==> src/source/conv_pkg.sv <==
package conv_pkg;

  // image geometry
  localparam int img_width  = 128;
  localparam int img_height = 128;
  localparam int pix_count  = img_width * img_height;

  // layer-1 geometry after 2x2 pooling
  localparam int pool_width = img_width / 2;
  localparam int pool_count = pool_width * (img_height / 2);

  typedef logic [7:0]        pixel_t;
  typedef logic [11:0]       feature_t;
  typedef logic signed [2:0] coef_t;

  typedef logic [13:0] img_addr_t;
  typedef logic [13:0] l0_addr_t;
  typedef logic [11:0] l1_addr_t;

  // raster order, top-left tap first
  localparam coef_t kernel [9] = '{
    -3'sd2, 3'sd0, 3'sd1,
    3'sd0,  3'sd1, 3'sd2,
    3'sd1,  3'sd2, -3'sd3
  };

  // flush marks the zero pixels pushed after the frame
  typedef struct packed {
    logic   valid;
    logic   flush;
    pixel_t data;
  } pixel_beat_t;

  typedef struct packed {
    pixel_t [0:8] taps;
    logic         valid;
    logic         top;
    logic         bottom;
    logic         left;
    logic         right;
  } window_t;

  typedef struct packed {
    logic     valid;
    feature_t data;
  } feature_beat_t;

  typedef struct packed {
    logic     wen;
    l0_addr_t addr;
    feature_t data;
  } l0_write_t;

  typedef struct packed {
    logic     wen;
    l1_addr_t addr;
    feature_t data;
  } l1_write_t;

endpackage

==> src/source/line_buffer.sv <==
module line_buffer #(
  parameter type elem_t = conv_pkg::pixel_t,
  parameter int  depth  = conv_pkg::img_width
) (
  input  logic  clk,
  input  logic  en,
  input  elem_t din,
  output elem_t dout
);

  elem_t mem [depth];

  // shift by one element per enable
  always_ff @(posedge clk) begin
    if (en) begin
      mem[0] <= din;
      for (int i = 1; i < depth; i++) begin
        mem[i] <= mem[i-1];
      end
    end
  end

  // element written depth enables ago
  assign dout = mem[depth-1];

endmodule

==> src/source/conv_window.sv <==
module conv_window (
  input  logic                  clk,
  input  logic                  reset,
  input  conv_pkg::pixel_beat_t pix,
  output conv_pkg::window_t     win
);

  conv_pkg::pixel_t       row1_out;
  conv_pkg::pixel_t       row2_out;
  conv_pkg::pixel_t [2:0] top_sr;
  conv_pkg::pixel_t [2:0] mid_sr;
  conv_pkg::pixel_t [2:0] bot_sr;
  logic [7:0] fill_cnt;
  logic [7:0] row;
  logic [7:0] col;
  logic       fire;
  logic       last_center;
  logic       valid_q;
  logic       top_q;
  logic       bottom_q;
  logic       left_q;
  logic       right_q;

  line_buffer #(.elem_t(conv_pkg::pixel_t), .depth(conv_pkg::img_width)) row1_buf (
    .clk  (clk),
    .en   (pix.valid),
    .din  (pix.data),
    .dout (row1_out)
  );

  line_buffer #(.elem_t(conv_pkg::pixel_t), .depth(conv_pkg::img_width)) row2_buf (
    .clk  (clk),
    .en   (pix.valid),
    .din  (row1_out),
    .dout (row2_out)
  );

  // a window is complete once one row plus one pixel has passed the center
  assign fire        = pix.valid && (fill_cnt == 8'(conv_pkg::img_width + 1));
  assign last_center = (row == 8'(conv_pkg::img_height - 1)) &&
                       (col == 8'(conv_pkg::img_width - 1));

  // newest pixel in index 2
  always_ff @(posedge clk) begin
    if (pix.valid) begin
      top_sr <= {row2_out, top_sr[2:1]};
      mid_sr <= {row1_out, mid_sr[2:1]};
      bot_sr <= {pix.data, bot_sr[2:1]};
    end
  end

  always_ff @(posedge clk or posedge reset) begin
    if (reset) begin
      fill_cnt <= '0;
      row      <= '0;
      col      <= '0;
      valid_q  <= 1'b0;
      top_q    <= 1'b0;
      bottom_q <= 1'b0;
      left_q   <= 1'b0;
      right_q  <= 1'b0;
    end else begin
      valid_q <= fire;
      if (pix.valid && !fire) begin
        fill_cnt <= fill_cnt + 1'b1;
      end
      if (fire) begin
        top_q    <= (row == '0);
        bottom_q <= (row == 8'(conv_pkg::img_height - 1));
        left_q   <= (col == '0);
        right_q  <= (col == 8'(conv_pkg::img_width - 1));
        if (col == 8'(conv_pkg::img_width - 1)) begin
          col <= '0;
          row <= last_center ? '0 : row + 1'b1;
        end else begin
          col <= col + 1'b1;
        end
        // refill for the next frame once this one completes
        if (last_center) begin
          fill_cnt <= '0;
        end
      end
    end
  end

  always_comb begin
    win.taps   = {top_sr[0], top_sr[1], top_sr[2],
                  mid_sr[0], mid_sr[1], mid_sr[2],
                  bot_sr[0], bot_sr[1], bot_sr[2]};
    win.valid  = valid_q;
    win.top    = top_q;
    win.bottom = bottom_q;
    win.left   = left_q;
    win.right  = right_q;
  end

  col_in_range: assert property (@(posedge clk) disable iff (reset)
    col <= 8'(conv_pkg::img_width - 1));

  // flush beats only arrive once the window is primed
  flush_completes_window: assert property (@(posedge clk) disable iff (reset)
    pix.flush |-> fire);

  // the flush leaves nothing behind the last window
  no_window_after_frame: assert property (@(posedge clk) disable iff (reset)
    win.valid && win.bottom && win.right |=> (!win.valid) [*conv_pkg::img_width]);

endmodule

==> src/source/conv_kernel.sv <==
module conv_kernel (
  input  logic                clk,
  input  logic                reset,
  input  conv_pkg::window_t   win,
  output conv_pkg::l0_write_t l0_write
);

  typedef logic signed [13:0] sum_t;

  sum_t               prod [9];
  sum_t               pair_q [5];
  sum_t               half_q [2];
  sum_t               total;
  sum_t               clipped;
  logic               v1;
  logic               v2;
  logic               wen_q;
  conv_pkg::l0_addr_t addr_q;
  conv_pkg::feature_t data_q;

  // taps outside the image count as zero
  always_comb begin
    for (int i = 0; i < 9; i++) begin
      if ((win.top && i < 3) || (win.bottom && i > 5) ||
          (win.left && i % 3 == 0) || (win.right && i % 3 == 2)) begin
        prod[i] = '0;
      end else begin
        prod[i] = sum_t'($signed({1'b0, win.taps[i]})) * sum_t'(conv_pkg::kernel[i]);
      end
    end
  end

  assign total   = half_q[0] + half_q[1];
  assign clipped = total[13] ? '0 : total;

  always_ff @(posedge clk) begin
    pair_q[0] <= prod[0] + prod[1];
    pair_q[1] <= prod[2] + prod[3];
    pair_q[2] <= prod[4] + prod[5];
    pair_q[3] <= prod[6] + prod[7];
    pair_q[4] <= prod[8];
    half_q[0] <= pair_q[0] + pair_q[1];
    half_q[1] <= pair_q[2] + pair_q[3] + pair_q[4];
    data_q    <= clipped[11:0];
  end

  always_ff @(posedge clk or posedge reset) begin
    if (reset) begin
      v1     <= 1'b0;
      v2     <= 1'b0;
      wen_q  <= 1'b0;
      addr_q <= '0;
    end else begin
      v1    <= win.valid;
      v2    <= v1;
      wen_q <= v2;
      // wraps to zero after the last pixel of the frame
      if (wen_q) begin
        addr_q <= addr_q + 1'b1;
      end
    end
  end

  assign l0_write = '{wen: wen_q, addr: addr_q, data: data_q};

  clip_fits_feature: assert property (@(posedge clk) disable iff (reset)
    v2 |-> clipped[13:12] == 2'b00);

endmodule

==> src/source/max_pool.sv <==
module max_pool (
  input  logic                    clk,
  input  logic                    reset,
  input  conv_pkg::feature_beat_t l0_beat,
  output conv_pkg::l1_write_t     l1_write,
  output logic                    last_write
);

  conv_pkg::feature_t up;
  conv_pkg::feature_t prev;
  conv_pkg::feature_t prev_up;
  conv_pkg::feature_t block_max;
  conv_pkg::feature_t data_q;
  conv_pkg::l1_addr_t addr_q;
  logic [$clog2(conv_pkg::img_width)-1:0]  col;
  logic [$clog2(conv_pkg::img_height)-1:0] row;
  logic pool_beat;
  logic wen_q;

  function automatic conv_pkg::feature_t max2(input conv_pkg::feature_t a,
                                              input conv_pkg::feature_t b);
    return (a > b) ? a : b;
  endfunction

  // same column, one row back
  line_buffer #(.elem_t(conv_pkg::feature_t), .depth(conv_pkg::img_width)) row_buf (
    .clk  (clk),
    .en   (l0_beat.valid),
    .din  (l0_beat.data),
    .dout (up)
  );

  // odd row and odd column closes a 2x2 block
  assign pool_beat = l0_beat.valid && row[0] && col[0];
  assign block_max = max2(max2(l0_beat.data, prev), max2(up, prev_up));

  always_ff @(posedge clk) begin
    if (l0_beat.valid) begin
      prev    <= l0_beat.data;
      prev_up <= up;
    end
    if (pool_beat) begin
      data_q <= block_max;
    end
  end

  always_ff @(posedge clk or posedge reset) begin
    if (reset) begin
      row    <= '0;
      col    <= '0;
      wen_q  <= 1'b0;
      addr_q <= '0;
    end else begin
      wen_q <= pool_beat;
      if (wen_q) begin
        addr_q <= addr_q + 1'b1;
      end
      if (l0_beat.valid) begin
        if (col == conv_pkg::img_width - 1) begin
          col <= '0;
          row <= (row == conv_pkg::img_height - 1) ? '0 : row + 1'b1;
        end else begin
          col <= col + 1'b1;
        end
      end
    end
  end

  assign l1_write   = '{wen: wen_q, addr: addr_q, data: data_q};
  assign last_write = wen_q && (addr_q == conv_pkg::l1_addr_t'(conv_pkg::pool_count - 1));

  no_back_to_back_write: assert property (@(posedge clk) disable iff (reset)
    l1_write.wen |=> !l1_write.wen);

endmodule

==> src/source/frame_control.sv <==
module frame_control (
  input  logic                  clk,
  input  logic                  reset,
  input  logic                  ready,
  input  conv_pkg::pixel_t      idata,
  input  logic                  last_write,
  output conv_pkg::img_addr_t   iaddr,
  output conv_pkg::pixel_beat_t pix,
  output logic                  busy
);

  typedef enum logic [1:0] {
    st_idle,
    st_read,
    st_flush,
    st_drain
  } state_t;

  state_t     state;
  state_t     state_next;
  logic [7:0] flush_cnt;
  logic       read_q;
  logic       flush_q;
  logic       last_addr;
  logic       last_flush;

  assign last_addr  = (iaddr == conv_pkg::img_addr_t'(conv_pkg::pix_count - 1));
  // one row plus one pixel of zeros
  assign last_flush = (flush_cnt == 8'(conv_pkg::img_width));

  always_comb begin
    state_next = state;
    case (state)
      st_idle:  if (ready) state_next = st_read;
      st_read:  if (last_addr) state_next = st_flush;
      st_flush: if (last_flush) state_next = st_drain;
      st_drain: if (last_write) state_next = st_idle;
      default:  state_next = st_idle;
    endcase
  end

  always_ff @(posedge clk or posedge reset) begin
    if (reset) begin
      state     <= st_idle;
      iaddr     <= '0;
      flush_cnt <= '0;
      read_q    <= 1'b0;
      flush_q   <= 1'b0;
      busy      <= 1'b0;
    end else begin
      state <= state_next;
      // image memory answers one clock later
      read_q  <= (state == st_read);
      flush_q <= (state == st_flush);
      if (state == st_read) begin
        iaddr <= iaddr + 1'b1;
      end
      if (state == st_flush) begin
        flush_cnt <= last_flush ? '0 : flush_cnt + 1'b1;
      end
      if (state == st_idle && ready) begin
        busy <= 1'b1;
      end else if (state == st_drain && last_write) begin
        busy <= 1'b0;
      end
    end
  end

  always_comb begin
    pix.valid = read_q | flush_q;
    pix.flush = flush_q;
    pix.data  = read_q ? idata : '0;
  end

  beat_inside_busy: assert property (@(posedge clk) disable iff (reset)
    pix.valid |-> busy);

endmodule

==> src/source/conv_top.sv <==
module conv_top (
  input  logic                clk,
  input  logic                reset,
  input  logic                ready,
  input  conv_pkg::pixel_t    idata,
  output logic                busy,
  output conv_pkg::img_addr_t iaddr,
  output conv_pkg::l0_write_t l0_write,
  output conv_pkg::l1_write_t l1_write
);

  conv_pkg::pixel_beat_t   pix;
  conv_pkg::window_t       win;
  conv_pkg::feature_beat_t l0_beat;
  logic                    last_write;

  // layer-0 writes feed the pooling stage directly
  assign l0_beat = '{valid: l0_write.wen, data: l0_write.data};

  frame_control frame_control_inst (
    .clk        (clk),
    .reset      (reset),
    .ready      (ready),
    .idata      (idata),
    .last_write (last_write),
    .iaddr      (iaddr),
    .pix        (pix),
    .busy       (busy)
  );

  conv_window conv_window_inst (
    .clk   (clk),
    .reset (reset),
    .pix   (pix),
    .win   (win)
  );

  conv_kernel conv_kernel_inst (
    .clk      (clk),
    .reset    (reset),
    .win      (win),
    .l0_write (l0_write)
  );

  max_pool max_pool_inst (
    .clk        (clk),
    .reset      (reset),
    .l0_beat    (l0_beat),
    .l1_write   (l1_write),
    .last_write (last_write)
  );

endmodule

==> config.mk <==
export PLATFORM = sky130hd
export DESIGN_NAME = conv_top
export DESIGN_NICKNAME = d
export VERILOG_FILES = /design/src/source/conv_pkg.sv /design/src/source/line_buffer.sv /design/src/source/conv_window.sv /design/src/source/conv_kernel.sv /design/src/source/max_pool.sv /design/src/source/frame_control.sv /design/src/source/conv_top.sv
export SDC_FILE = /design/constraint.sdc
export NUM_CORES = 2
export LEC_CHECK = 0
export BUFFER_PORTS_ARGS = -buffer_cell sky130_fd_sc_hd__clkbuf_2
export CORE_MARGIN = 8
export CORE_UTILIZATION = 49
export CTS_BUF_LIST = sky130_fd_sc_hd__clkbuf_8
export CTS_CLUSTER_SIZE = 10
export DETAILED_ROUTE_END_ITERATION = 8
export GPL_TIMING_DRIVEN = 0
export PLACE_DENSITY_LB_ADDON = 0.3
export SLEW_MARGIN = 20
export SYNTH_ARGS = -nofsm -noshare
export SYNTH_HDL_FRONTEND = slang
export SYNTH_HIERARCHICAL = 1
export SYNTH_SLANG_ARGS = --single-unit
==> constraint.sdc <==
create_clock -name clk -period 69.5 [get_ports clk]
set_clock_uncertainty 0.15 [all_clocks]
set_input_delay 17.375 -clock clk [delete_from_list [all_inputs] [get_ports clk]]
set_output_delay 17.375 -clock clk [all_outputs]
set_load 0.02 [all_outputs]
==> qor.yml <==
outcome:
  status: "complete, no violations"
pwr:
  powerDensity_nw_per_um2: 31.5
  p_leak_uw: 0.0413
  power.total_uw: 4360
  ir_worst_vdd_uv: 22.4
sta:
  setup_violations: 0
  finalWorstSetupSlack_ns: 48.58
  rsz0062_at_grt: "false"
  max_slew_margin_pct: 35.7
  tns_ns: 0
  fin_crit_ns: 20.92
  slew_violations: 0
  max_freq_mhz: 47.8
  fin_crit_sh_pct: 30.1
  final_hold_viol_count: 0
  tightestPinTransition_ns: 0.959
logic_synthesis:
  synth_nets: 4999
  syn_inst: 4855
  netlist_area_sq_um: 122000
  synth_area_per_cell_sq_um: 25.1
  yosys_warnings: 6
floorplan:
  boundaryPins: 78
  core_area_sq_um: 248000
  initial_core_util_pct: 49.2
  row_count: 183
  die_area_sq_um: 265000
  chipHeight_um: 515
  chipWidth_um: 515
global_routing:
  gr-total-overflow: 0
  grt_pass1_vias: 45212
  met1_usage_pct: 18.6
  grt_antenna_before_repair: 7
  top_usage_layer: "met1"
  grtUsageMet3_pct: 2.89
  grt_max_degree: 170
  grt_first_pass_wirelength_um: 247000
  gr-usage-all-layers_pct: 11.3
  met2_usage_pct: 14.2
setup_path:
  crit_fanout: 142
  critPathKind: "register to primary output"
  end_kind: "primary output"
  worstPathArrival_ns: 3.39
  crit_required_ns: 51.97
  startpoint_type: "register"
cts:
  clock_latency_ns: 0.97
  cts_buffers: 599
  cts.sinks: 3876
  cts_root_buffer: "clkbuf_8"
  cts_tree: "yes"
  cts_resized: 0
  cts_max_level: 6
  postCtsSetupBuffers: 0
  path_clk_slew_ns: 0.06
  cts_buffer_depth: 4
  cts_hold_buf: 0
detailed_routing:
  drt_iter0_markers: 3332
  ant_nets: 0
  viasPerCell: 4.80
  vias: 44885
  drc: 0
  avgRoutedWirePerCell_um: 16.2
  drtPass1Iterations: 5
  postRouteWirelength_um: 152000
layout:
  fin_cells: 9346
  layout-drive-gt1-share_pct: 15.7
  fillers: 17958
  nNetsFinal: 5729
  multi_input_area_sq_um: 6560
  seq_area_sq_um: 115000
  syn_to_final_growth_pct: 13.7
  fin_area_sq_um: 139000
place:
  postPlaceCellArea_sq_um: 128000
  place_hpwl_um: 71500
  pre_cts_ws_ns: 49.49
  port_buffers: 77
  dp.cells: 8314
  gp_congestion: 0.750
hold_path:
  hold_class: "register to register"
flow_run:
  cap_viol_max_count: 0
critical path: stages, from the launching register on:
cell	delay, ns
dfrtp_1	0.54
buf_16	0.40
buf_16	0.46
buf_16	0.50
clkbuf_2	0.29
placed cells by master, fill, tap and decap left out, types with 14 or more instances in the layout:
| cell | n |
|---|---|
| xor2_1 | 29 |
| nor2_1 | 103 |
| fa_1 | 16 |
| ha_1 | 117 |
| clkbuf_8 | 630 |
| a21o_1 | 22 |
| and2_1 | 27 |
| clkinv_1 | 121 |
| clkbuf_2 | 78 |
| a21oi_1 | 59 |
| and3_1 | 18 |
| dfrtp_1 | 100 |
| nand2_1 | 71 |
| o21ai_0 | 30 |
| clkinvlp_4 | 20 |
| clkinv_2 | 44 |
| nand3_1 | 27 |
| mux2_2 | 20 |
| nor2b_1 | 27 |
| buf_16 | 44 |
| nor3_1 | 50 |
| nand4_1 | 34 |
| xnor2_1 | 72 |
| buf_2 | 14 |
| inv_1 | 257 |
| bufinv_16 | 15 |
| dfxtp_1 | 92 |
| edfxtp_1 | 3684 |
path summary, 6_finish.rpt:
kind                                                     start                       endpoint  slack, ns  depth (start not counted)
worst max-delay path                    conv_kernel_inst/wen_q                   l0_write[26]      48.58                          4
worst min-delay path            conv_kernel_inst/pair_q[0][14]  conv_kernel_inst/half_q[0][0]       0.19                          0
worst max register to register      conv_kernel_inst/data_q[5]        max_pool_inst/data_q[8]      64.52                         15
worst min register to register  conv_kernel_inst/pair_q[0][14]  conv_kernel_inst/half_q[0][0]       0.19                          0
max in group asynchronous                                reset     conv_kernel_inst/addr_q[8]      52.10                          2
min in group asynchronous                                reset   conv_window_inst/fill_cnt[3]      16.60                          2
layer usage:
| metal | vias to the layer above | wire length, um |
|---|---|---|
| met5 | - | 0 |
| met4 | 0 | 4190 |
| met3 | 328 | 7700 |
| met2 | 885 | 60800 |
| met1 | 22837 | 79100 |
| li1 | 20835 | - |
cell type report:
class	count	share of cell area, %
buffer	34	0.158
inverter	78	0.211
tap	3330	3.00
sequential	3876	82.9
timing repair buffer	129	1.26
clock inverter	396	1.51
antenna	6	0.0108
multi-input combinational	867	4.73
clock buffer	630	6.25
flip-flops by register name (all words and copies together), names as in the netlist, 8 cells and up:
register / flops
max_pool_inst/addr_q: 12
conv_kernel_inst/addr_q: 14
conv_window_inst/row1_buf/mem: 1024
conv_window_inst/col: 8
frame_control_inst/flush_cnt: 8
max_pool_inst/prev: 12
conv_window_inst/fill_cnt: 8
conv_window_inst/row: 8
max_pool_inst/data_q: 12
frame_control_inst/iaddr: 14
conv_window_inst/win: 64
conv_kernel_inst/pair_q: 52
max_pool_inst/prev_up: 12
max_pool_inst/row_buf/mem: 1536
conv_window_inst/row2_buf/mem: 1024
conv_kernel_inst/data_q: 12
conv_kernel_inst/half_q: 28
stage by stage:
stage | util, % | hold WS (ns)
after global routing | 55.9 | 0.212
after detailed placement | 51.6 | 0.168
after global placement | 51.0 | 0.169
after floorplan | - | 0.160
after CTS | 55.9 | 0.194
final | 55.9 | 0.194
report_power, final:
| part | internal, uW | total (uW) | switching, uW |
|---|---|---|---|
| Clock | 892 | 1710 | 813 |
| Sequential | 2550 | 2570 | 19.6 |
| Combinational | 40.1 | 93.2 | 53.1 |
Note: power is estimated with default switching activity, not from simulation.
